<file path="src/verilog/adder_settings.svh">
`ifndef ADDER_SETTINGS_SVH
`define ADDER_SETTINGS_SVH

// ~~~~~~~~~~~~~~~~~~~~~~~~~~~~~~~~~~~~~~~~~~~~~~~~~~~~~~~~~~~~~~~~~~~~
// adder geometry
// ~~~~~~~~~~~~~~~~~~~~~~~~~~~~~~~~~~~~~~~~~~~~~~~~~~~~~~~~~~~~~~~~~~~~

`define ADDER_WIDTH 32 // bits per operand

`define PREFIX_STAGES 5 // log2 of the width, one span doubling per stage

// encoder register, one register per prefix stage, then the sum register
`define ADDER_LATENCY (`PREFIX_STAGES + 2)

`endif

</file>
<file path="src/verilog/operand_pkg.sv">
`include "adder_settings.svh"

package operand_pkg;

	// ~~~~~~~~~~~~~~~~~~~~~~~~~~~~~~~~~~~~~~~~~~~~~~~~~~~~~~~~~~~~~~~~~~~~
	// data words seen at the adder boundary
	// ~~~~~~~~~~~~~~~~~~~~~~~~~~~~~~~~~~~~~~~~~~~~~~~~~~~~~~~~~~~~~~~~~~~~

	// one operand, one sum, or one bit per position such as the carry word
	typedef logic [`ADDER_WIDTH-1:0] operand_t;

endpackage

</file>
<file path="src/verilog/prefix_pkg.sv">
`include "adder_settings.svh"

package prefix_pkg;

	// ~~~~~~~~~~~~~~~~~~~~~~~~~~~~~~~~~~~~~~~~~~~~~~~~~~~~~~~~~~~~~~~~~~~~
	// carry pairs used inside the prefix network
	// ~~~~~~~~~~~~~~~~~~~~~~~~~~~~~~~~~~~~~~~~~~~~~~~~~~~~~~~~~~~~~~~~~~~~

	typedef struct packed {
		logic prop; // carry out of the group if the lower neighbor carries
		logic gen; // carry out of the group in any case
	} pgk_pair_t;

	// one pair per bit position, position 0 at the bottom
	typedef pgk_pair_t [`ADDER_WIDTH-1:0] pgk_vector_t;

endpackage

</file>
<file path="src/verilog/pgk_encoder.sv">
`timescale 1ns/100ps

`include "adder_settings.svh"

module pgk_encoder (
	input  logic                  clock,
	input  logic                  arst_n,
	input  operand_pkg::operand_t a,
	input  operand_pkg::operand_t b,
	output prefix_pkg::pgk_vector_t pgk,
	output operand_pkg::operand_t half_sum
);

	prefix_pkg::pgk_vector_t pgk_next;
	operand_pkg::operand_t   half_sum_next;

	// ~~~~~~~~~~~~~~~~~~~~~~~~~~~~~~~~~~~~~~~~~~~~~~~~~~~~~~~~~~~~~~~~~~~~
	// per bit pair encoding
	// ~~~~~~~~~~~~~~~~~~~~~~~~~~~~~~~~~~~~~~~~~~~~~~~~~~~~~~~~~~~~~~~~~~~~

	always_comb begin
		for (int i = 0; i < `ADDER_WIDTH; i++) begin
			pgk_next[i].gen  = a[i] & b[i];
			pgk_next[i].prop = a[i] | b[i];
		end
		pgk_next[0].prop = a[0] & b[0]; // no carry in, so bit 0 already knows its carry
	end

	assign half_sum_next = a ^ b;

	always_ff @(posedge clock or negedge arst_n) begin
		if (!arst_n) begin
			pgk      <= '0;
			half_sum <= '0;
		end else begin
			pgk      <= pgk_next;
			half_sum <= half_sum_next; // travels beside pgk into the sum delay line
		end
	end

endmodule

</file>
<file path="src/verilog/prefix_network.sv">
`timescale 1ns/100ps

`include "adder_settings.svh"

module prefix_network (
	input  logic                    clock,
	input  logic                    arst_n,
	input  prefix_pkg::pgk_vector_t pgk,
	output operand_pkg::operand_t   carry
);

	// level 0 is the encoder output, level k+1 the register of stage k
	prefix_pkg::pgk_vector_t level [0:`PREFIX_STAGES];

	assign level[0] = pgk;

	// ~~~~~~~~~~~~~~~~~~~~~~~~~~~~~~~~~~~~~~~~~~~~~~~~~~~~~~~~~~~~~~~~~~~~
	// doubling span stages
	// ~~~~~~~~~~~~~~~~~~~~~~~~~~~~~~~~~~~~~~~~~~~~~~~~~~~~~~~~~~~~~~~~~~~~

	for (genvar k = 0; k < `PREFIX_STAGES; k++) begin : g_stage
		localparam int SPAN = 1 << k;

		prefix_pkg::pgk_vector_t merged;
		prefix_pkg::pgk_vector_t stage_q;

		for (genvar i = 0; i < `ADDER_WIDTH; i++) begin : g_pos
			if (i >= SPAN) begin : g_merge
				// group i absorbs the group that ends one span lower
				assign merged[i].gen = level[k][i].gen
					| (level[k][i].prop & level[k][i-SPAN].gen);
				assign merged[i].prop = level[k][i].gen
					| (level[k][i].prop & level[k][i-SPAN].prop);
			end else begin : g_pass
				assign merged[i] = level[k][i]; // already reaches down to bit 0
			end
		end

		always_ff @(posedge clock or negedge arst_n) begin
			if (!arst_n) begin
				stage_q <= '0;
			end else begin
				stage_q <= merged;
			end
		end

		assign level[k+1] = stage_q;
	end

	// ~~~~~~~~~~~~~~~~~~~~~~~~~~~~~~~~~~~~~~~~~~~~~~~~~~~~~~~~~~~~~~~~~~~~
	// carry extraction
	// ~~~~~~~~~~~~~~~~~~~~~~~~~~~~~~~~~~~~~~~~~~~~~~~~~~~~~~~~~~~~~~~~~~~~

	// every group now spans down to bit 0, so both fields hold the carry out
	always_comb begin
		for (int i = 0; i < `ADDER_WIDTH; i++) begin
			carry[i] = level[`PREFIX_STAGES][i].gen;
		end
	end

endmodule

</file>
<file path="src/verilog/sum_former.sv">
`timescale 1ns/100ps

`include "adder_settings.svh"

module sum_former (
	input  logic                  clock,
	input  logic                  arst_n,
	input  operand_pkg::operand_t half_sum,
	input  operand_pkg::operand_t carry,
	output operand_pkg::operand_t sum,
	output logic                  cout
);

	// one slot per prefix stage keeps the half sum in step with carry
	operand_pkg::operand_t half_sum_pipe [`PREFIX_STAGES];
	operand_pkg::operand_t carry_in;
	operand_pkg::operand_t sum_next;

	// ~~~~~~~~~~~~~~~~~~~~~~~~~~~~~~~~~~~~~~~~~~~~~~~~~~~~~~~~~~~~~~~~~~~~
	// half sum delay line
	// ~~~~~~~~~~~~~~~~~~~~~~~~~~~~~~~~~~~~~~~~~~~~~~~~~~~~~~~~~~~~~~~~~~~~

	always_ff @(posedge clock or negedge arst_n) begin
		if (!arst_n) begin
			for (int i = 0; i < `PREFIX_STAGES; i++) begin
				half_sum_pipe[i] <= '0;
			end
		end else begin
			half_sum_pipe[0] <= half_sum;
			for (int i = 1; i < `PREFIX_STAGES; i++) begin
				half_sum_pipe[i] <= half_sum_pipe[i-1];
			end
		end
	end

	// ~~~~~~~~~~~~~~~~~~~~~~~~~~~~~~~~~~~~~~~~~~~~~~~~~~~~~~~~~~~~~~~~~~~~
	// sum formation
	// ~~~~~~~~~~~~~~~~~~~~~~~~~~~~~~~~~~~~~~~~~~~~~~~~~~~~~~~~~~~~~~~~~~~~

	assign carry_in = {carry[`ADDER_WIDTH-2:0], 1'b0}; // carry into bit i comes out of bit i-1
	assign sum_next = half_sum_pipe[`PREFIX_STAGES-1] ^ carry_in;

	always_ff @(posedge clock or negedge arst_n) begin
		if (!arst_n) begin
			sum  <= '0;
			cout <= 1'b0;
		end else begin
			sum  <= sum_next;
			cout <= carry[`ADDER_WIDTH-1]; // carry out of the top position
		end
	end

endmodule

</file>
<file path="src/verilog/cla_adder.sv">
`timescale 1ns/100ps

module cla_adder (
	input  logic                  clock,
	input  logic                  arst_n,
	input  operand_pkg::operand_t a,
	input  operand_pkg::operand_t b,
	output operand_pkg::operand_t sum,
	output logic                  cout
);

	prefix_pkg::pgk_vector_t pgk;
	operand_pkg::operand_t   half_sum;
	operand_pkg::operand_t   carry;

	// ~~~~~~~~~~~~~~~~~~~~~~~~~~~~~~~~~~~~~~~~~~~~~~~~~~~~~~~~~~~~~~~~~~~~
	// encoder, prefix network, sum
	// ~~~~~~~~~~~~~~~~~~~~~~~~~~~~~~~~~~~~~~~~~~~~~~~~~~~~~~~~~~~~~~~~~~~~

	pgk_encoder encoder (
		.clock    (clock),
		.arst_n   (arst_n),
		.a        (a),
		.b        (b),
		.pgk      (pgk),
		.half_sum (half_sum)
	);

	prefix_network network (
		.clock  (clock),
		.arst_n (arst_n),
		.pgk    (pgk),
		.carry  (carry)
	);

	sum_former former (
		.clock    (clock),
		.arst_n   (arst_n),
		.half_sum (half_sum),
		.carry    (carry),
		.sum      (sum),
		.cout     (cout)
	);

endmodule

</file>
<file path="config.mk">
export PLATFORM = sky130hd
export DESIGN_NAME = cla_adder
export DESIGN_NICKNAME = d
export VERILOG_FILES = /design/src/verilog/operand_pkg.sv /design/src/verilog/prefix_pkg.sv /design/src/verilog/pgk_encoder.sv /design/src/verilog/prefix_network.sv /design/src/verilog/sum_former.sv /design/src/verilog/cla_adder.sv
export VERILOG_INCLUDE_DIRS = /design/src /design/src/verilog
export SDC_FILE = /design/constraint.sdc
export NUM_CORES = 1
export LEC_CHECK = 0
export ABC_CLOCK_PERIOD_IN_PS = 1700
export BUFFER_PORTS_ARGS = -buffer_cell sky130_fd_sc_hd__clkbuf_2
export CAP_MARGIN = 25
export CORE_UTILIZATION = 50
export DETAILED_ROUTE_END_ITERATION = 8
export GPL_ROUTABILITY_DRIVEN = 0
export GPL_TIMING_DRIVEN = 0
export HOLD_SLACK_MARGIN = 0.06
export PLACE_DENSITY = 0.78
export SYNTH_ARGS = -nofsm -noshare
export SYNTH_HDL_FRONTEND = slang
export SYNTH_SLANG_ARGS = --single-unit
</file>
<file path="constraint.sdc">
create_clock -name clock -period 1.7 [get_ports clock]
set_input_delay 0.34 -clock clock [delete_from_list [all_inputs] [get_ports clock]]
set_output_delay 0.34 -clock clock [all_outputs]
set_load 0.02 [all_outputs]
</file>
==> run_results.csv <==
group,metric,value,unit
status,status,"complete, but fails checks",
status,violations,"hold timing",
timing,rsz0062_at_grt,"no",
floorplanning,ios,99,
worst_setup_path,crit_required,1360,ps
clock_tree,cts_resized,0,
layout,nets,1289,
routing,drt_pass1_iterations,4,
clock_tree,cts.clk_slew.worst_paths,60,ps
synthesis,yosysSeqAreaShare,81.44,%
clock_tree,ctsHoldBuffers,45,
worst_setup_path,start_kind,"flop",
global_route,grt_pass1_wl,46.71,mm
global_route,grt_pass1_vias,8721,
placed_design,placed_area,17970,um2
power_and_ir_drop,p_leak,9.786,nW
floorplanning,core-area,32780,um2
clock_tree,htreeDepth,2,
layout,instances_no_fill,1641,
worst_setup_path,critPathSlowestCell,"dfrtp_1",
worst_setup_path,crit_family,"flip-flops",
timing,finalSetupViolCount,0,
floorplanning,rows,66,
layout,area.growth.synth_to_final,19.82,%
timing,finalHoldViolations,56,
placed_design,port_buffers,98,
synthesis,synth_largest_area_cell,"dfrtp_1",
global_route,track_usage,18.19,%
worst_setup_path,r2r_start,"former.half_sum_pipe[13]",
routing,num_vias,7857,
layout,drive_above_1_share,15.11,%
floorplanning,fp.dieH,185.2,um
global_route,grt_max_degree,125,
clock_tree,cts_buffers,49,
timing,maxSlewHeadroom,60.72,%
worst_setup_path,cp_slowest_stage_delay,390,ps
global_route,grt_antenna_before_repair,1,
timing,worst_pin_slew,589.1,ps
worst_setup_path,rr_worst_depth,1,
global_route,use_met1,23.51,%
worst_hold_path,min_path_type,"input port to async pin",
synthesis,synth.top_cell.area_share,81.44,%
worst_setup_path,r2r_slack,910,ps
synthesis,synth_cell_type_count,5,
layout,final_util,61.32,%
placed_design,dp.cells,1505,
global_route,gr-max-usage-layer,"met2",
clock_tree,cts_tree,"done",
timing,fin_crit_sh,83.97,%
synthesis,synth_area,16780,um2
clock_tree,clock_latency,540,ps
routing,wl_per_cell,17.94,um
timing,skew,16.74,ps
placed_design,detailed_place_hpwl,17.47,mm
routing,avgViaCountPerCell,4.788,
layout,most-common-layout-cells,"546 x dfrtp_1, 227 x a21o_1, 97 x clkbuf_2, 93 x inv_1, 63 x ha_1",
worst_setup_path,critPathCaptureType,"primary output",
synthesis,synth.ff_latch_count,546,
global_route,use_met3,3.303,%
synthesis,ys_top_cells_by_area,"dfrtp_1 81%, a21o_1 10%, ha_1 4.7%, inv_1 2.1%, xor2_1 1.6%",
worst_setup_path,worstPathMaxFanout,1,
worst_setup_path,cp.arrival,1090,ps
clock_tree,cts-root-buf,"clkbuf_16",
timing,max_freq,700.5,MHz
synthesis,yosys_warnings,0,
timing,slew_violations,0,
global_route,grt_remaining_overflow,0,
clock_tree,clk_path_buf_depth,3,
layout,final_common_cell,"dfrtp_1",
floorplanning,start_util,51.17,%
timing,period_needed,1428,ps
clock_tree,cts_sinks,546,
worst_setup_path,worst-path-buf-inv,1,
floorplanning,die_w,185.2,um
layout,fin_area,20100,um2
routing,finalWirelength,29.44,mm
routing,initialDrtViolationCount,466,
power_and_ir_drop,p_per_area,1381,nW/um2
run,maxCapViolCount,0,
floorplanning,fp.dieArea,34290,um2
worst_setup_path,crit_chain,"clkbuf_2",
timing,fin_hold_ws,-236.8,ps
synthesis,synthCells,960,
synthesis,syn_nets,1089,
clock_tree,post-cts-setup-buffer-count,0,
power_and_ir_drop,irDropWorstVdd,0.0008767,V
global_route,grt_use_met2,31.29,%
worst_setup_path,path_class,"flop to primary output",
worst_setup_path,rr_endpoint,"former.sum[13]",
routing,ant_nets,0,
synthesis,syn_area_per_cell,17.48,um2
routing,drc,0,
==> worst max-delay path by stage <==
stage                        startpoint                        to  slack [ps]  cells after the start
after global routing             arst_n            former.sum[22]         130                      4
after detailed placement         arst_n  former.half_sum_pipe[62]        -390                      4
final                     former.sum[8]                    sum[8]         270                      1
after floorplan             former.cout                      cout         940                      0
after CTS                        arst_n  former.half_sum_pipe[54]         180                      4
after global placement           arst_n            former.sum[16]      -11070                      1
==> Yosys cell counts <==
master and n:
a21o_1 227, dfrtp_1 546, ha_1 63, inv_1 93, xor2_1 31
==> metal layers <==
metal  wire (um)  vias to the layer above
met5           0                        -
met3        1300                       57
met2       15380                      178
li1            -                     3515
met4         731                        0
met1       12030                     4107
==> flip-flops by register name, summed over array words and instances, names as in the netlist <==
signal,cells
encoder.half_sum,32
encoder.pgk,63
former.cout,1
former.half_sum_pipe,160
former.sum,32
network.carry,32
network.g_stage.stage_q,226
==> kinds of logic (layout without fill, tap and decap cells) <==
kind of cell	Yosys count	in the layout	share of synthesized area, %
compound gates	227	227	10.16
xor+xnor	31	31	1.618
fa+ha+maj	63	63	4.699
buf+inv	93	331	2.081
flops	546	546	81.44
other cells	0	1	0
==> stage by stage <==
stage | hold slack, ps | setup TNS, ps | power (W) | worst slack [ps]
after floorplan | 44.41 | 0 | 0.01578 | 944.0
after global placement | 331.1 | -6019920 | 0.01666 | -11070
after detailed placement | 334.7 | -38700 | 0.01679 | -391.5
after CTS | -235.1 | 0 | 0.02803 | 177.1
after global routing | -207.7 | 0 | 0.02882 | 131.0
final | -236.8 | 0 | 0.02777 | 272.4
==> where the power goes <==
group / switching [W] / total (W) / internal [W]
logic: 0.000877 / 0.00159 / 0.000711
clock network: 0.00451 / 0.0111 / 0.00655
registers: 0.000804 / 0.0151 / 0.0143
total: 0.00619 / 0.0278 / 0.0216
==> area by class of cell <==
class | count | area, um2
diodes | 1 | 2.502
clock buffers | 73 | 1459
clock inverters | 16 | 198.9
fillers | 2268 | 12680
inverters | 93 | 349.1
multi-input cells | 321 | 2764
flip-flops and latches | 546 | 13660
well taps | 442 | 553.0
repair buffers | 149 | 1112
(Power assumes the default switching activity.)
